### src/source/rv_pkg.sv
// RV64I core package.
// Widths, opcode and funct encodings, immediate extraction and the APB map.

package rv_pkg;

  // ##########################################################################
  // Widths and types
  // ##########################################################################
  localparam int XLEN = 64;                   // Register and data width.

  typedef logic [XLEN-1:0] xlen_t;            // Register, data and immediate value.
  typedef logic [31:0]     inst_t;            // One instruction word.
  typedef logic [4:0]      reg_id_t;          // Register index x0..x31.
  typedef logic [XLEN-1:0] pc_t;              // Byte address, always word aligned.

  // ##########################################################################
  // Encodings
  // ##########################################################################
  localparam logic [6:0]  OP_IMM     = 7'b0010011;  // Register-immediate ALU ops.
  localparam logic [6:0]  AUIPC      = 7'b0010111;  // Add upper immediate to pc.
  localparam logic [6:0]  JAL        = 7'b1101111;  // Jump and link.
  localparam logic [6:0]  STORE      = 7'b0100011;  // Stores.
  localparam logic [6:0]  SYSTEM     = 7'b1110011;  // Environment calls and breaks.
  localparam logic [2:0]  F3_ADDI    = 3'b000;
  localparam logic [2:0]  F3_SD      = 3'b011;      // Doubleword store.
  localparam logic [11:0] F12_EBREAK = 12'h001;

  // Immediates, each sign-extended to the full register width.
  function automatic xlen_t imm_i(inst_t i);
    return {{(XLEN-12){i[31]}}, i[31:20]};
  endfunction

  function automatic xlen_t imm_u(inst_t i);
    return {{(XLEN-32){i[31]}}, i[31:12], 12'b0};
  endfunction

  function automatic xlen_t imm_j(inst_t i);
    return {{(XLEN-21){i[31]}}, i[31], i[19:12], i[20], i[30:21], 1'b0};
  endfunction

  function automatic xlen_t imm_s(inst_t i);
    return {{(XLEN-12){i[31]}}, i[31:25], i[11:7]};
  endfunction

  // ##########################################################################
  // APB address map
  // ##########################################################################
  localparam int unsigned APB_IMEM_BASE = 'h000;  // Instruction words, write only.
  localparam int unsigned APB_CTRL      = 'h400;  // Run bit and status flags.
  localparam int unsigned APB_PC        = 'h404;  // Pc of the halting instruction.
  localparam int unsigned APB_REG_BASE  = 'h800;  // Two words per register.
  localparam int unsigned APB_REG_SPAN  = 'h100;  // 32 registers of 8 bytes.

endpackage

### src/source/apb_ctrl.sv
// APB slave of the core.
// Loads instruction memory, starts the core and reads back status, pc and registers.

`timescale 1ns/1ps

module apb_ctrl import rv_pkg::*; #(
  parameter int IMEM_DEPTH = 256,
  parameter int APB_AW     = 12
) (
  input  logic                          clk,
  input  logic                          arst_n,
  input  logic [APB_AW-1:0]             paddr,
  input  logic                          psel,
  input  logic                          penable,
  input  logic                          pwrite,
  input  logic [31:0]                   pwdata,
  output logic [31:0]                   prdata,
  output logic                          pready,
  output logic                          pslverr,
  output logic                          imem_we,
  output logic [$clog2(IMEM_DEPTH)-1:0] imem_waddr,
  output inst_t                         imem_wdata,
  output logic                          start,
  output logic                          running,
  output logic                          halted,
  output logic                          illegal,
  input  logic                          halt_req,
  input  pc_t                           halt_pc,
  input  logic                          halt_illegal,
  output reg_id_t                       rf_apb_addr,
  input  xlen_t                         rf_apb_data
);

  localparam int IMEM_AW = $clog2(IMEM_DEPTH);

  logic [APB_AW-1:0] imem_off;        // Offset into the instruction window.
  logic [APB_AW-1:0] reg_off;         // Offset into the register window.
  logic              aligned;
  logic              imem_hit, ctrl_hit, pc_hit, reg_hit;
  logic              access;          // Access phase of any transfer.
  logic              wr_en;
  logic [31:0]       halt_pc_q;       // Low word of the halting pc.

  assign access   = psel & penable;
  assign wr_en    = access & pwrite;
  assign aligned  = (paddr[1:0] == 2'b00);                          // Word accesses only.
  assign imem_off = paddr - APB_AW'(APB_IMEM_BASE);                 // Wraps below the base.
  assign reg_off  = paddr - APB_AW'(APB_REG_BASE);
  assign imem_hit = aligned & (imem_off < APB_AW'(IMEM_DEPTH * 4));
  assign ctrl_hit = (paddr == APB_AW'(APB_CTRL));
  assign pc_hit   = (paddr == APB_AW'(APB_PC));
  assign reg_hit  = aligned & (reg_off < APB_AW'(APB_REG_SPAN));

  // ##########################################################################
  // Strobes toward fetch and the register file
  // ##########################################################################
  assign imem_we     = wr_en & imem_hit & ~running;                 // Memory frozen while running.
  assign imem_waddr  = imem_off[IMEM_AW+1:2];
  assign imem_wdata  = pwdata;
  assign start       = wr_en & ctrl_hit & pwdata[0] & ~running;     // One cycle, pready is high.
  assign rf_apb_addr = reg_off[7:3];                                // Eight bytes per register.

  // The only wait-free slave in the system, so pready never drops.
  assign pready  = 1'b1;
  assign pslverr = access & ((pwrite & imem_hit & running) |        // Imem write while running.
                             (pwrite & (pc_hit | reg_hit)) |        // Read-only windows.
                             (~pwrite & imem_hit) |                 // Imem is write only.
                             ~(imem_hit | ctrl_hit | pc_hit | reg_hit));

  // Read mux. Status, halt pc, or one half of a register.
  always_comb begin
    prdata = '0;
    if (ctrl_hit) begin
      prdata = {29'b0, illegal, halted, running};
    end else if (pc_hit) begin
      prdata = halt_pc_q;
    end else if (reg_hit) begin
      prdata = reg_off[2] ? rf_apb_data[63:32] : rf_apb_data[31:0];
    end
  end

  // Run flags. Start wins, halt_req only comes from a running core.
  always_ff @(posedge clk or negedge arst_n) begin
    if (!arst_n) begin
      running   <= 1'b0;
      halted    <= 1'b0;
      illegal   <= 1'b0;
      halt_pc_q <= '0;
    end else if (start) begin
      running <= 1'b1;                                              // Halted state is cleared.
      halted  <= 1'b0;
      illegal <= 1'b0;
    end else if (halt_req) begin
      running   <= 1'b0;
      halted    <= 1'b1;
      illegal   <= halt_illegal;
      halt_pc_q <= halt_pc[31:0];                                   // Host reads the low word.
    end
  end

endmodule

### config.mk
export PLATFORM = sky130hd
export DESIGN_NAME = apb_ctrl
export DESIGN_NICKNAME = d
export VERILOG_FILES = /design/src/source/rv_pkg.sv /design/src/source/apb_ctrl.sv
export SDC_FILE = /design/constraint.sdc
export NUM_CORES = 1
export LEC_CHECK = 0
export ABC_CLOCK_PERIOD_IN_PS = 2600
export BUFFER_PORTS_ARGS = -buffer_cell sky130_fd_sc_hd__clkbuf_2
export CELL_PAD_IN_SITES_DETAIL_PLACEMENT = 2
export CELL_PAD_IN_SITES_GLOBAL_PLACEMENT = 2
export CORE_MARGIN = 5
export CORE_UTILIZATION = 18
export CTS_CLUSTER_DIAMETER = 30
export DETAILED_ROUTE_END_ITERATION = 16
export PLACE_DENSITY_LB_ADDON = 0.1
export RECOVER_POWER = 50
export SETUP_SLACK_MARGIN = 0.5
export SYNTH_ARGS = -nofsm -noshare
export SYNTH_HDL_FRONTEND = slang
export SYNTH_SLANG_ARGS = --single-unit
### constraint.sdc
create_clock -name clk -period 2.6 [get_ports clk]
set_input_delay 0.26 -clock clk [delete_from_list [all_inputs] [get_ports clk]]
set_output_delay 0.26 -clock clk [all_outputs]
set_load 0.02 [all_outputs]
==> impl_metrics.env, run 1 <==
export IMPL_failed_checks="capacitance limit, slew limit"
export IMPL_clk_pin_slew_ns=0.06
export IMPL_irDropWorstVdd_mv=0.267
export IMPL_syn_nets=431
export IMPL_hold_path_class="input port to flop"
export IMPL_status="finished, violations left"
export IMPL_antenna_found_initial=0
export IMPL_chipWidth_um=130
export IMPL_hold_viol=0
export IMPL_fin_crit_sh=0.808
export IMPL_stdcell_count=559
export IMPL_p_clk_frac=0.425
export IMPL_vias=2280
export IMPL_maxSlewHeadroom=-0.364
export IMPL_drv_cap=1
export IMPL_crit_buf_inv=2
export IMPL_grt_setup_unrepaired="yes"
export IMPL_ys_ff_latch=35
export IMPL_antenna_cells=0
export IMPL_fmax_ghz=0.476
export IMPL_ys_types=26
export IMPL_crit_path_top_delay_cell="or4_4"
export IMPL_seqPwrFrac=0.381
export IMPL_setup_tns_ns=0
export IMPL_worst_r2r_path_depth=5
export IMPL_crit_fanout=16
export IMPL_vias_per_cell=4.08
export IMPL_crit_family="simple AND/OR/NAND/NOR gates"
export IMPL_critPathLaunchType="input port"
export IMPL_htree_levels=2
export IMPL_die_area_um2=16900
export IMPL_yosys_warnings=0
export IMPL_drtIter0Drc=70
export IMPL_drt_antenna_violating_nets=0
export IMPL_dp_cells=548
export IMPL_power_total_uw=1660
export IMPL_portBuffers=167
export IMPL_worstPathCellList="buf_6, or4_4, or4_4, o21ai_4, buf_12, mux2_2"
export IMPL_worstHoldPathCells=2
export IMPL_final_max_slew_violation_count=36
export IMPL_cts_max_path_buffers=2
export IMPL_die_height_um=130
export IMPL_fin_nets=557
export IMPL_postSynthCellCount=252
export IMPL_numCtsBuffers=5
export IMPL_critical_path_max_stage_delay_ns=0.57
export IMPL_core_area_um2=14000
export IMPL_area_growth_pct=48.6
export IMPL_gr_total_overflow=0
export IMPL_routed_wl_um=9220
export IMPL_grt_pass1_vias=2649
export IMPL_finalSetupViolCount=0
export IMPL_swShare=0.244
export IMPL_avgSynthCellArea_um2=10.3
export IMPL_crit_top_cell="or4_4"
export IMPL_end_kind="flop"
export IMPL_post_route_min_period_ns=2.10
export IMPL_intPower_uw=1260
export IMPL_share_comb_of_total_power=0.194
export IMPL_dr_pass1_iters=4
export IMPL_p_per_area_nw_per_um2=432
export IMPL_cts_sinks=35
export IMPL_grtUsageTotal=0.103
export IMPL_ys_seq_area_frac=0.338
export IMPL_drcViolationCount=0
export IMPL_cts_root_buf="clkbuf_16"
export IMPL_place_congestion=0.669
export IMPL_crit_type="input port to flop"
export IMPL_io_pins=263
export IMPL_pre_cts_slack_ns=0.210
export IMPL_stdcell_area_um2=3850
export IMPL_dpl_instance_area_um2=3310
export IMPL_switching_power_uw=405
export IMPL_cp_depth=6
export IMPL_grt_max_degree=36
export IMPL_grt_pass1_wl_um=14000
export IMPL_drive_gt1_frac=0.646
export IMPL_setup_ws_ns=0.500
export IMPL_hpwl_um=7320
export IMPL_critPathArrivalTime_ns=2.26
export IMPL_netlist_area_um2=2590
export IMPL_insertion_delay_ns=0.28
export IMPL_cts_tree="built"
export IMPL_finClkSkew_ns=0.00898
export IMPL_wl_per_cell_um=16.5
export IMPL_start_util=0.186
export IMPL_rows=43
export IMPL_tightest_slew_ns=2.05
export IMPL_leakagePower_uw=0.00197
export IMPL_cp_required_ns=2.76
## layer usage
layer | GRT usage | share of wire | wire length, µm | vias up
li1 | - | - | - | 1081
met1 | 0.131 | 0.41 | 3770 | 1094
met2 | 0.173 | 0.50 | 4620 | 92
met3 | 0.0282 | 0.079 | 729 | 13
met4 | 0.0293 | 0.010 | 95 | 0
met5 | 0 | 0 | 0 | -
## final timing paths
| check | slack (ns) | endpoint | from |
|---|---|---|---|
| worst max-delay path | 0.50 | halt_pc_q[15] | paddr[6] |
| worst min-delay path | 0.21 | halt_pc_q[29] | halt_pc[29] |
| worst max register to register | 0.56 | halt_pc_q[15] | running |
| worst min register to register | 0.51 | halt_pc_q[26] | halt_pc_q[26] |
| max in group asynchronous | 0.85 | halt_pc_q[25] | arst_n |
| min in group asynchronous | 0.56 | halt_pc_q[7] | arst_n |
## power by group through the flow
stage / Sequential (µW) / Combinational, µW / Clock [µW]
final: 634 / 323 / 707
after global routing: 641 / 356 / 756
after global placement: 635 / 314 / 0
after floorplan: 628 / 265 / 0
after CTS: 628 / 324 / 739
after detailed placement: 635 / 321 / 0
## kinds of logic (layout without fill, tap and decap cells)
logic type	after synthesis	count (layout)	synth area share
compound gates	36	36	0.0829
buf+inv	63	190	0.176
flops	35	35	0.338
mux	65	65	0.310
other cells	1	1	0.00145
simple gates	52	52	0.0921
## cells in the mapped netlist, drive strengths merged
master | number | area, µm²
nor4 | 3 | 18.8
a211oi | 1 | 7.51
o22ai | 1 | 6.26
a221o | 3 | 30.0
buf | 50 | 409
nor2 | 8 | 30.0
dfrtp | 35 | 876
nor3 | 2 | 10.0
nand2b | 1 | 6.26
nand2 | 31 | 116
mux2i | 33 | 330
clkbuf | 10 | 37.5
or4 | 2 | 22.5
o21ai | 30 | 161
mux2 | 32 | 473
conb | 1 | 3.75
nand3 | 1 | 5.00
or3 | 3 | 20.0
inv | 3 | 11.3
a21bo | 1 | 10.0
or4b | 1 | 10.0
## per-stage QoR
| stage | hold WS, ns | utilization |
|---|---|---|
| after floorplan | -0.0356 | - |
| after global placement | 0.470 | 0.236 |
| after detailed placement | 0.473 | 0.236 |
| after CTS | 0.164 | 0.257 |
| after global routing | 0.209 | 0.276 |
| final | 0.209 | 0.276 |
## sequential cells by signal, summed over array words and instances, names as in the netlist
signal and cells:
halt_pc_q 32, halted 1, illegal 1, running 1
## cells in the final DEF, fill, tap and decap left out, drive strengths merged, types with 8 or more instances in the layout
cell type	instances
dfrtp	35
clkbuf	141
buf	44
o21ai	30
nor2	8
mux2i	33
mux2	32
nand2	31
## what timing repair did
item | CTS | global route
setup endpoints to repair | 33 | 65
hold buffers | 0 | 0
resized for setup | 29 | 139
pin swaps | 1 | 11
gates cloned | 1 | 1
setup buffers | 1 | 0
## cell type report
| class | instances | area (µm²) |
|---|---|---|
| fill | 1592 | 10100 |
| multi-input combinational | 154 | 1420 |
| timing repair buffer | 179 | 1150 |
| sequential | 35 | 876 |
| tap | 180 | 225 |
| clock buffer | 6 | 139 |
| clock inverter | 2 | 35.0 |
| inverter | 3 | 11.3 |
(Power assumes the default switching activity.)
==> run 2: changes to the inputs <==
Settings changed: ABC_CLOCK_PERIOD_IN_PS 2600 to 2070.
Clock period 2.6 ns to 2.07 ns, I/O delays scaled along.
==> impl_metrics.env, run 2 (synthesis gave the netlist of run 1 again) <==
export IMPL_cts_max_path_buffers=2
export IMPL_largest_reg_flops=32
export IMPL_busiest_layer="met2"
export IMPL_worstPathCellList="buf_6, or4_4, or4_4, o21ai_4, buf_12, buf_12, buf_16, mux2_4"
export IMPL_final_common_cell="clkbuf_2"
export IMPL_dp_cells=562
export IMPL_drt_antenna_violating_nets=0
export IMPL_place_congestion=0.676
export IMPL_crit_buf_inv=4
export IMPL_irDropWorstVdd_mv=0.278
export IMPL_drcViolationCount=0
export IMPL_stdcell_count=586
export IMPL_end_kind="flop"
export IMPL_drtIter0Drc=38
export IMPL_rr_endpoint="halt_pc_q[18]"
export IMPL_crit_fanout=8
export IMPL_dr_pass1_iters=3
export IMPL_worst_r2r_path_depth=7
export IMPL_finClkSkew_ns=0.00612
export IMPL_final_max_slew_violation_count=0
export IMPL_portBuffers=167
export IMPL_cp_required_ns=2.23
export IMPL_routed_wl_um=9890
export IMPL_fin_crit_sh=1.00
export IMPL_antenna_cells=0
export IMPL_grtUsageTotal=0.116
export IMPL_start_util=0.186
export IMPL_failed_checks="setup timing"
export IMPL_crit_path_top_delay_cell="or4_4"
export IMPL_critical_path_max_stage_delay_ns=0.53
export IMPL_gr_usage_met3=0.0307
export IMPL_leakagePower_uw=0.00214
export IMPL_numCtsBuffers=5
export IMPL_p_per_area_nw_per_um2=484
export IMPL_htree_levels=2
export IMPL_tightest_slew_ns=0.924
export IMPL_regMostFlops="halt_pc_q"
export IMPL_die_height_um=130
export IMPL_rows=43
export IMPL_antenna_found_initial=0
export IMPL_drive_gt1_frac=0.648
export IMPL_grt_pass1_vias=2782
export IMPL_status="finished, violations left"
export IMPL_core_area_um2=14000
export IMPL_hpwl_um=7520
export IMPL_gr_total_overflow=0
export IMPL_grtUsageMet1=0.138
export IMPL_finalSetupViolCount=9
export IMPL_hold_viol=0
export IMPL_holdPathEnd="halt_pc_q[9]"
export IMPL_grt_use_met2=0.207
export IMPL_post_route_min_period_ns=2.08
export IMPL_final_util=0.299
export IMPL_maxSlewHeadroom=0.384
export IMPL_cts_sinks=35
export IMPL_setup_ws_ns=-0.0102
export IMPL_fmax_ghz=0.481
export IMPL_hold_path_class="input port to flop"
export IMPL_grt_pass1_wl_um=15200
export IMPL_wl_per_cell_um=16.9
export IMPL_stdcell_area_um2=4190
export IMPL_worstHoldPathCells=2
export IMPL_crit_type="input port to flop"
export IMPL_critPathArrivalTime_ns=2.24
export IMPL_cts_tree="built"
export IMPL_vias=2412
export IMPL_ff2ff_setup_slack_ns=0.07
export IMPL_area_growth_pct=61.3
export IMPL_vias_per_cell=4.12
export IMPL_r2r_start="running"
export IMPL_drv_cap=0
export IMPL_mostFrequentLayoutCells="clkbuf_2, buf_4, dfrtp_1"
export IMPL_die_area_um2=16900
export IMPL_fillCellCount=1585
export IMPL_crit_family="simple AND/OR/NAND/NOR gates"
export IMPL_io_pins=263
export IMPL_insertion_delay_ns=0.28
export IMPL_critPathLaunchType="input port"
export IMPL_chipWidth_um=130
export IMPL_dpl_instance_area_um2=3430
export IMPL_min_from="halt_pc[9]"
export IMPL_fin_nets=584
export IMPL_grt_setup_unrepaired="yes"
export IMPL_cts_root_buf="clkbuf_16"
export IMPL_clk_pin_slew_ns=0.06
export IMPL_grt_max_degree=36
==> run 2: cell types whose count changed in the layout (fill, tap and decap cells not counted), sizes merged <==
| cell | before | now |
|---|---|---|
| bufinv | 1 | 0 |
| buf | 44 | 69 |
| dlygate4sd3 | 0 | 1 |
| clkinv | 1 | 2 |
| clkinvlp | 0 | 1 |
==> run 2: cell type report <==
cell class / instances / area (µm²) / share of cell area
inverters: 3 / 11.3 / 0.00269
repair buffers: 206 / 1500 / 0.358
clock inverters: 3 / 25.0 / 0.00598
multi-input cells: 154 / 1430 / 0.341
flip-flops and latches: 35 / 876 / 0.209
well taps: 180 / 225 / 0.0538
clock buffers: 5 / 125 / 0.0299
==> run 2: layer usage <==
metal,wire length [µm],part of all wire
met1,3950,0.40
met2,5190,0.52
met3,669,0.068
met4,74,0.0075
met5,0,0
==> run 2: worst max path at each step <==
stage                     slack (ns)  cells after the start      from            end
after global placement         -0.22                      8  paddr[4]      prdata[9]
final                          -0.01                      8  paddr[7]  halt_pc_q[18]
after floorplan                -0.05                      5  paddr[4]   halt_pc_q[0]
after global routing            -0.1                      8  paddr[7]      prdata[2]
after detailed placement       -0.23                      8  paddr[4]      prdata[9]
after CTS                      -0.01                      9  paddr[8]      prdata[9]
==> run 2: power by group <==
part	switching [µW]	leakage (µW)	internal (µW)
Combinational	189	0.00166	286
Clock	306	0.0000700	450
Sequential	46.8	0.000409	749
Total	542	0.00214	1480
==> run 2: repair_timing <==
action | CTS | global route
hold endpoints to repair | 30 | 0
pin swaps | 9 | 6
setup buffers | 7 | 3
gates cloned | 5 | 0
gates resized for setup | 106 | 61
hold buffers | 1 | 0
setup endpoints to repair | 68 | 69
==> run 2: stage by stage <==
stage	setup WS, ns	total power, µW	hold WS, ns	TNS [ns]
2_1_floorplan	-0.0546	1120	-0.0886	-1.64
5_1_grt	-0.0987	2150	0.141	-2.37
3_5_place_dp	-0.228	1220	0.299	-9.48
6_report	-0.0102	2030	0.154	-0.0607
4_1_cts	-0.0111	2070	0.144	-0.0282
3_3_place_gp	-0.218	1210	0.293	-9.69
