### config.mk
export PLATFORM = sky130hd
export DESIGN_NAME = exec_stage
export DESIGN_NICKNAME = d
export VERILOG_FILES = /design/src/source/rv_pkg.sv /design/src/source/decoder.sv /design/src/source/exec_stage.sv
export SDC_FILE = /design/constraint.sdc
export NUM_CORES = 1
export LEC_CHECK = 0
export BUFFER_PORTS_ARGS = -buffer_cell sky130_fd_sc_hd__buf_2
export CAP_MARGIN = 20
export CORE_AREA = 2 2 219 221
export DETAILED_ROUTE_END_ITERATION = 10
export DIE_AREA = 0 0 221 223
export PLACE_DENSITY = 0.56
export RECOVER_POWER = 50
export SYNTH_ARGS = -nofsm -noshare
export SYNTH_HDL_FRONTEND = slang
export SYNTH_SLANG_ARGS = --single-unit
### constraint.sdc
create_clock -name clk -period 17.8 [get_ports clk]
set_input_delay 3.56 -clock clk [delete_from_list [all_inputs] [get_ports clk]]
set_output_delay 3.56 -clock clk [all_outputs]
set_load 0.005 [all_outputs]
### src/source/rv_pkg.sv
// RV64I core package.
// Widths, opcode and funct encodings, immediate extraction and the APB map.

package rv_pkg;

  // ##########################################################################
  // Widths and types
  // ##########################################################################
  localparam int XLEN = 64;                   // Register and data width.

  typedef logic [XLEN-1:0] xlen_t;            // Register, data and immediate value.
  typedef logic [31:0]     inst_t;            // One instruction word.
  typedef logic [4:0]      reg_id_t;          // Register index x0..x31.
  typedef logic [XLEN-1:0] pc_t;              // Byte address, always word aligned.

  // ##########################################################################
  // Encodings
  // ##########################################################################
  localparam logic [6:0]  OP_IMM     = 7'b0010011;  // Register-immediate ALU ops.
  localparam logic [6:0]  AUIPC      = 7'b0010111;  // Add upper immediate to pc.
  localparam logic [6:0]  JAL        = 7'b1101111;  // Jump and link.
  localparam logic [6:0]  STORE      = 7'b0100011;  // Stores.
  localparam logic [6:0]  SYSTEM     = 7'b1110011;  // Environment calls and breaks.
  localparam logic [2:0]  F3_ADDI    = 3'b000;
  localparam logic [2:0]  F3_SD      = 3'b011;      // Doubleword store.
  localparam logic [11:0] F12_EBREAK = 12'h001;

  // Immediates, each sign-extended to the full register width.
  function automatic xlen_t imm_i(inst_t i);
    return {{(XLEN-12){i[31]}}, i[31:20]};
  endfunction

  function automatic xlen_t imm_u(inst_t i);
    return {{(XLEN-32){i[31]}}, i[31:12], 12'b0};
  endfunction

  function automatic xlen_t imm_j(inst_t i);
    return {{(XLEN-21){i[31]}}, i[31], i[19:12], i[20], i[30:21], 1'b0};
  endfunction

  function automatic xlen_t imm_s(inst_t i);
    return {{(XLEN-12){i[31]}}, i[31:25], i[11:7]};
  endfunction

  // ##########################################################################
  // APB address map
  // ##########################################################################
  localparam int unsigned APB_IMEM_BASE = 'h000;  // Instruction words, write only.
  localparam int unsigned APB_CTRL      = 'h400;  // Run bit and status flags.
  localparam int unsigned APB_PC        = 'h404;  // Pc of the halting instruction.
  localparam int unsigned APB_REG_BASE  = 'h800;  // Two words per register.
  localparam int unsigned APB_REG_SPAN  = 'h100;  // 32 registers of 8 bytes.

endpackage

### src/source/decoder.sv
// Instruction decoder.
// Recognizes addi, auipc, jal, sd and ebreak, picks the immediate, flags the rest.

`timescale 1ns/1ps

module decoder import rv_pkg::*; (
  input  inst_t   inst,
  output reg_id_t rd,
  output reg_id_t rs1,
  output reg_id_t rs2,
  output xlen_t   imm,
  output logic    need_imm,
  output logic    alu_add,
  output logic    is_ebreak,
  output logic    is_auipc,
  output logic    is_jal,
  output logic    is_store,
  output logic    inst_not_ipl
);

  // ##########################################################################
  // Field matches
  // ##########################################################################
  logic op_imm, op_auipc, op_jal, op_store, op_system;
  logic f3_addi, f3_sd, f12_ebreak;

  assign op_imm     = (inst[6:0] == OP_IMM);
  assign op_auipc   = (inst[6:0] == AUIPC);
  assign op_jal     = (inst[6:0] == JAL);
  assign op_store   = (inst[6:0] == STORE);
  assign op_system  = (inst[6:0] == SYSTEM);
  assign f3_addi    = (inst[14:12] == F3_ADDI);
  assign f3_sd      = (inst[14:12] == F3_SD);
  assign f12_ebreak = (inst[31:20] == F12_EBREAK);   // Rd and rs1 are not checked.

  // ##########################################################################
  // Instructions
  // ##########################################################################
  logic addi, auipc, jal, sd, ebreak;

  assign addi   = op_imm & f3_addi;                  // Other op-imm functs stay illegal.
  assign auipc  = op_auipc;
  assign jal    = op_jal;
  assign sd     = op_store & f3_sd;                  // Narrower stores are not supported.
  assign ebreak = op_system & f3_addi & f12_ebreak;  // System funct3 is also 000.

  // Immediate by format. Exactly one type is set for a legal word.
  logic i_type, u_type, j_type, s_type;

  assign i_type = addi;
  assign u_type = auipc;
  assign j_type = jal;
  assign s_type = sd;

  assign imm = ({$bits(xlen_t){i_type}} & imm_i(inst)) |
               ({$bits(xlen_t){u_type}} & imm_u(inst)) |
               ({$bits(xlen_t){j_type}} & imm_j(inst)) |
               ({$bits(xlen_t){s_type}} & imm_s(inst));

  // Register fields sit in the same place for every format.
  assign rd  = inst[11:7];
  assign rs1 = inst[19:15];
  assign rs2 = inst[24:20];

  // ##########################################################################
  // Control
  // ##########################################################################
  assign alu_add      = addi | auipc;                 // Adder result goes to rd.
  assign need_imm     = addi | auipc | sd;            // Adder takes imm instead of rs2.
  assign is_ebreak    = ebreak;
  assign is_auipc     = auipc;
  assign is_jal       = jal;
  assign is_store     = sd;
  assign inst_not_ipl = ~(addi | auipc | jal | sd | ebreak);

endmodule

### src/source/exec_stage.sv
// Execute stage.
// Registers the fetched word, decodes it, runs the adder and writes back in one cycle.

`timescale 1ns/1ps

module exec_stage import rv_pkg::*; (
  input  logic    clk,
  input  logic    arst_n,
  input  logic    f_valid,
  input  inst_t   f_inst,
  input  pc_t     f_pc,
  output reg_id_t rs1_id,
  output reg_id_t rs2_id,
  input  xlen_t   rs1_data,
  input  xlen_t   rs2_data,
  output logic    rf_we,
  output reg_id_t rf_waddr,
  output xlen_t   rf_wdata,
  output logic    redirect_valid,
  output pc_t     redirect_pc,
  output logic    halt_req,
  output pc_t     halt_pc,
  output logic    halt_illegal,
  output logic    store_valid,
  output xlen_t   store_addr,
  output xlen_t   store_data
);

  logic    d_valid;
  inst_t   d_inst;
  pc_t     d_pc;
  xlen_t   imm, op_a, op_b, alu_res;
  logic    need_imm, alu_add, is_ebreak, is_auipc, is_jal, is_store, inst_not_ipl;

  // Decode register. A jal or halt in execute kills the word behind it.
  always_ff @(posedge clk or negedge arst_n) begin
    if (!arst_n) begin
      d_valid <= 1'b0;
    end else begin
      d_valid <= f_valid & ~redirect_valid & ~halt_req;
    end
  end

  always_ff @(posedge clk) begin
    d_inst <= f_inst;
    d_pc   <= f_pc;
  end

  decoder u_decoder (
    .inst         (d_inst),
    .rd           (rf_waddr),
    .rs1          (rs1_id),
    .rs2          (rs2_id),
    .imm          (imm),
    .need_imm     (need_imm),
    .alu_add      (alu_add),
    .is_ebreak    (is_ebreak),
    .is_auipc     (is_auipc),
    .is_jal       (is_jal),
    .is_store     (is_store),
    .inst_not_ipl (inst_not_ipl)
  );

  // One adder serves addi, auipc and the sd address.
  assign op_a    = is_auipc ? d_pc : rs1_data;
  assign op_b    = need_imm ? imm : rs2_data;
  assign alu_res = op_a + op_b;

  assign rf_we    = d_valid & (alu_add | is_jal);            // Ebreak and sd write nothing.
  assign rf_wdata = is_jal ? (d_pc + xlen_t'(4)) : alu_res;  // Link is the next pc.

  assign redirect_valid = d_valid & is_jal;
  assign redirect_pc    = d_pc + imm;                        // J-immediate, pc relative.

  assign halt_req     = d_valid & (is_ebreak | inst_not_ipl);
  assign halt_pc      = d_pc;
  assign halt_illegal = inst_not_ipl;

  assign store_valid = d_valid & is_store;                    // Single-cycle pulse.
  assign store_addr  = alu_res;
  assign store_data  = rs2_data;

endmodule

==> impl_metrics.py, run 1 <==
metrics = {
    "sta": {
        "tightestPinTransition_ps": 4260,
        "period_needed_ps": 12540,
        "finClkSkew_ps": 10.3,
        "fmax_mhz": 79.8,
        "rsz0062_at_grt": "no",
        "fin_tns_setup_ps": 0,
        "fin_hold_ws_ps": 670,
        "max_slew_margin_pct": -184,
        "finalSetupViolations": 0,
        "maxSlewViolCount": 116,
        "hold_violations": 0,
        "fin_crit_sh_pct": 70.4,
    },
    "floorplanning": {
        "pin_count": 567,
        "dieArea_mm2": 0.0493,
        "die_x_um": 221,
        "fp.dieH_um": 223,
        "num_rows": 80,
        "core-area_mm2": 0.0471,
        "start_util_pct": 29.1,
    },
    "finish": {
        "fin_util_pct": 35.4,
        "nets": 2743,
        "syn2layout_area_growth_pct": 21.7,
        "layout-drive-gt1-share_pct": 25.4,
        "fin_area_mm2": 0.0167,
    },
    "worst_hold_path": {
        "hold_path_startpoint": "d_valid",
        "hold_path.class": "flip-flop to flip-flop",
    },
    "clocking": {
        "htree_num_levels": 3,
        "holdBufCountCts": 0,
        "clk-insertion-delay-late_ps": 390,
        "ctsLongestPathBuffers": 2,
        "clk_pin_slew_ps": 80,
        "cts_resized": 0,
        "cts_tree": "done",
        "postCtsSetupBuffers": 0,
        "root_buffer": "clkbuf_16",
        "cts_buffers": 9,
        "cts.sinks": 97,
    },
    "grt": {
        "groute.usage.overall_pct": 26.9,
        "grt_first_pass_wirelength_um": 99900,
        "grt_start_max_net_pins": 76,
        "grt_pass1_vias": 15200,
        "grt.overflow.total": 0,
        "antenna_found_initial": 9,
    },
    "worst_setup_path": {
        "slowest_delay_ps": 2980,
        "crit_family": "buffers and inverters",
        "cp_max_fo": 75,
        "crit_chain": "or3b_2 -> nor3_2 -> clkbuf_1 -> nand2_1 -> nand2_1 -> ha_1 -> a21oi_1 -> o21ai_0 -> a41oi_1 -> o21ai_1 -> a2111oi_0 -> a211o_1 -> o21ai_0 -> xor2_1 -> buf_2",
        "critPathRequiredTime_ps": 14240,
        "r2r_start": "d_inst[4]",
        "crit_slowest_cell": "clkbuf_1",
        "end_kind": "output port",
        "critPathLaunch": "d_inst[4]",
        "crit_type": "flip-flop to output port",
        "crit_path_start_kind": "flip-flop",
        "worstPathArrival_ps": 8980,
        "cp.buffers_inverters": 2,
    },
    "outcome": {
        "status": "complete, but fails checks",
        "violations": "max-capacitance violations, max-slew violations",
    },
    "detailed_routing": {
        "drc": 0,
        "routed_wl_um": 70100,
        "num_vias": 16200,
        "routed_via_density": 5.38,
        "drt-initial-drc-count": 1437,
        "first_pass_iters": 6,
        "wl_per_cell_um": 23.3,
        "ant_nets": 0,
    },
    "yosys": {
        "ys_seq_area_share_pct": 14.2,
        "synth_edf_count": 0,
        "yosysMostFrequentCell": "nand2_1",
        "ys_ff_latch": 97,
        "async_flop_share_pct": 1.03,
        "avgSynthCellArea_um2": 6.99,
        "synth_common_cells": "441 x nand2_1, 156 x a21oi_1, 133 x ha_1, 114 x o21ai_0, 106 x xnor2_1",
        "synthTopCellsByArea": "dfxtp_1 14%, ha_1 12%, nand2_1 12%, xnor2_1 6.8%, a21oi_1 5.7%",
        "synth_area_mm2": 0.0137,
        "ys.flop_type": "dfxtp_1",
        "syn_nets": 2325,
        "synth_top_cell_area_share_pct": 14.0,
        "ys_types": 80,
        "yosysWarnings": 0,
        "synthCells": 1963,
        "yosys.area.top_type": "dfxtp_1",
    },
    "pwr": {
        "p_leak_nw": 8.38,
        "ir_worst_vdd_mv": 0.0628,
        "power_density_mw_per_mm2": 55.6,
        "power_uw": 928,
    },
    "job": {
        "drv_cap": 2,
    },
    "placed_design": {
        "dpl_cell_area_mm2": 0.0165,
        "port_buffers": 566,
        "routabilityCongestion": 1.01,
        "dp_hpwl_um": 58900,
    },
}
-- registers in the layout, summed over array words and instances, names as in the netlist --
signal / flops
d_inst: 32
d_valid: 1
halt_pc: 64
-- worst min-delay path: stages, from the launching register on --
cell and delay, ps:
dfrtp_1 390, and2_1 170, nor3b_1 70
-- cell type report --
| type | instances | area [um^2] |
|---|---|---|
| clock buffers | 10 | 229 |
| well taps | 615 | 769 |
| repair buffers | 586 | 2870 |
| clock inverters | 6 | 50.0 |
| diodes | 9 | 22.5 |
| inverters | 33 | 124 |
| fillers | 5242 | 30500 |
| flip-flops and latches | 97 | 1950 |
| multi-input cells | 1654 | 10700 |
-- cells by family (layout without fill, tap and decap cells) --
kind of cell,count (synthesis),after routing,synth area share (%)
and+or+nand+nor,751,751,24.3
buffers and inverters,212,635,8.10
muxes,39,39,3.19
adders and majority gates,135,135,12.4
other,0,9,0
AOI/OAI and AO/OA,545,545,26.0
xor gates and xnor gates,184,184,11.8
DFF,97,97,14.2
-- final timing paths --
kind | endpoint | cells past startpoint | slack [ps]
max in group asynchronous | d_valid | 1 | 14790
min in group asynchronous | d_valid | 1 | 2920
worst min-delay path | d_valid | 2 | 670
worst max register to register | d_valid | 5 | 12880
worst max-delay path | redirect_pc[58] | 15 | 5260
worst min register to register | d_valid | 2 | 670
-- cells in the final DEF (no fill, tap or decap), types with 15 or more instances in the layout --
cell type	count
nor2_1	93
o21bai_1	36
mux2_2	37
inv_1	33
clkbuf_1	68
and3_1	25
ha_1	133
nand2_1	441
o211ai_1	15
buf_2	510
a31oi_1	35
dfxtp_1	96
nand4_1	43
xnor2_1	106
nand3_1	54
xor2_1	78
nor3_1	15
a21oi_1	156
a21o_1	81
and2_1	16
o21ai_0	114
-- report_power, final --
part / switching (mW) / internal, mW
Clock: 0.104 / 0.0969
Sequential: 0.0256 / 0.229
Combinational: 0.279 / 0.193
Total: 0.409 / 0.519
-- per-stage QoR --
stage,worst slack (ps),instances
3_3_place_gp,6870,2985
5_1_grt,4980,3009
3_5_place_dp,6830,2985
2_1_floorplan,7690,1963
6_report,5260,3010
4_1_cts,6800,3001
-- layer usage --
| metal | GRT usage (%) | vias up | wire length, um |
|---|---|---|---|
| li1 | - | 7720 | - |
| met1 | 38.1 | 7728 | 32700 |
| met2 | 41.8 | 644 | 31100 |
| met3 | 3.71 | 106 | 4020 |
| met4 | 9.18 | 0 | 2370 |
| met5 | 0 | - | 0 |
No activity file was read; power rests on OpenSTA's default activity.
==> run 2, diff against run 1 <==
- clock period: 17.8 -> 12.22 ns (I/O delays scaled with it)
==> impl_metrics.py, run 2 (synthesis results as in run 1) <==
metrics = {
    "finish": {
        "layout_commonest_cell": "buf_2",
        "layout_common_cells": "508 x buf_2, 441 x nand2_1, 156 x a21oi_1",
        "layout-drive-gt1-share_pct": 25.3,
        "nFillCells": 5156,
        "nets": 2741,
        "regArea_mm2": 0.00195,
        "largest_reg_flops": 64,
        "syn2layout_area_growth_pct": 21.8,
        "multi_input_area_mm2": 0.0107,
        "fin_area_mm2": 0.0167,
    },
    "worst_setup_path": {
        "end_kind": "output port",
        "rr_endpoint": "d_valid",
        "cp_max_fo": 39,
        "crit_chain": "inv_1 -> nor4_2 -> clkbuf_1 -> a21o_1 -> ha_1 -> a21oi_1 -> o21ai_0 -> nand3_1 -> o21ai_0 -> a2111oi_2 -> o21ai_1 -> a21oi_1 -> o21ai_0 -> a21oi_1 -> xnor2_1 -> buf_2",
        "critPathRequiredTime_ps": 9780,
        "crit_type": "flip-flop to output port",
        "r2r_start": "d_inst[3]",
        "crit_slowest_cell": "clkbuf_1",
        "slowest_delay_ps": 2040,
        "crit_family": "compound AO/OA/AOI/OAI gates",
        "reg2reg_slack_ps": 8860,
        "worstPathArrival_ps": 6930,
        "crit_path_start_kind": "flip-flop",
        "reg2reg_depth": 5,
        "cp.buffers_inverters": 3,
    },
    "detailed_routing": {
        "first_pass_iters": 5,
        "routed_via_density": 5.45,
        "num_vias": 16400,
        "ant_nets": 0,
        "wl_per_cell_um": 23.6,
        "drc": 0,
        "drt-initial-drc-count": 1393,
        "routed_wl_um": 70800,
    },
    "sta": {
        "fin_crit_sh_pct": 76.7,
        "fin_tns_setup_ps": 0,
        "finalSetupViolations": 0,
        "tightestPinTransition_ps": 2880,
        "period_needed_ps": 9370,
        "rsz0062_at_grt": "no",
        "hold_violations": 0,
        "maxSlewViolCount": 40,
        "max_slew_margin_pct": -91.8,
        "fmax_mhz": 107,
        "finClkSkew_ps": 9.64,
    },
    "clocking": {
        "ctsLongestPathBuffers": 2,
        "cts_buffers": 9,
        "holdBufCountCts": 0,
        "cts_tree": "done",
        "cts_resized": 0,
        "clk_pin_slew_ps": 90,
        "root_buffer": "clkbuf_16",
        "clk-insertion-delay-late_ps": 410,
        "postCtsSetupBuffers": 0,
        "htree_num_levels": 3,
        "cts.sinks": 97,
    },
    "job": {
        "drv_cap": 1,
    },
    "placed_design": {
        "routabilityCongestion": 0.994,
        "port_buffers": 566,
        "dp_hpwl_um": 59500,
        "dpl_cell_area_mm2": 0.0165,
    },
    "grt": {
        "groute.usage.overall_pct": 27.3,
        "grt_first_pass_wirelength_um": 101000,
        "grt_start_max_net_pins": 76,
        "antenna_found_initial": 6,
        "grt_pass1_vias": 15400,
        "grt.overflow.total": 0,
    },
    "floorplanning": {
        "die_x_um": 221,
        "core-area_mm2": 0.0471,
        "start_util_pct": 29.1,
        "dieArea_mm2": 0.0493,
        "fp.dieH_um": 223,
        "pin_count": 567,
        "num_rows": 80,
    },
    "outcome": {
        "status": "complete, but fails checks",
        "violations": "max-capacitance violations, max-slew violations",
    },
    "pwr": {
        "p_leak_nw": 8.38,
        "power_mw": 1.39,
        "ir_worst_vdd_mv": 0.0664,
        "power_density_mw_per_mm2": 83.2,
    },
    "worst_hold_path": {
        "hold_path.class": "flip-flop to flip-flop",
        "hold_depth": 2,
        "hold_path_end": "d_valid",
        "hold_path_startpoint": "d_valid",
    },
}
run 2: how the worst max path moves through the flow:
stage                                 end         from  cells after the start  slack, ps
final                     redirect_pc[48]    d_inst[3]                     16       2850
after global routing      redirect_pc[48]    d_inst[0]                     16       2610
after CTS                    rf_wdata[63]    d_inst[3]                     19       3170
after detailed placement     rf_wdata[62]  rs2_data[0]                     15       3410
after global placement       rf_wdata[62]  rs2_data[0]                     15       3520
after floorplan              rf_wdata[60]  rs2_data[0]                     13       4340
run 2: routing by layer:
metal	track usage, %	routed length (um)	vias up
li1	-	-	7704
met1	38.3	32600	7849
met2	41.6	30800	698
met3	3.96	4470	126
met4	11.0	2900	2
met5	0	9	-
run 2: where the power goes:
group | internal, mW | total [mW] | switching [mW]
clock network | 0.165 | 0.323 | 0.158
logic | 0.281 | 0.696 | 0.415
registers | 0.333 | 0.370 | 0.0365
total | 0.779 | 1.39 | 0.609
run 2: stage by stage:
stage | hold WS (ps) | util, % | instances | worst slack, ps
after floorplan | 586 | - | 1963 | 4340
after global routing | 727 | 35.4 | 3003 | 2610
after CTS | 701 | 35.6 | 2999 | 3170
after detailed placement | 694 | 35.0 | 2983 | 3410
final | 704 | 35.4 | 3004 | 2850
after global placement | 695 | 35.0 | 2983 | 3520
run 2: layout make-up:
type,instances,share of cell area (%)
multi-input cells,1654,63.9
repair buffers,584,17.1
flip-flops and latches,97,11.7
well taps,615,4.61
clock buffers,9,1.35
inverters,33,0.742
clock inverters,7,0.569
diodes,5,0.0749
run 2: worst register-to-register path: stages, from the launching register on:
cell and delay, ps:
dfxtp_1 410, inv_1 90, nor4_2 230, clkbuf_1 2040
and2_1 350, nor3b_1 80
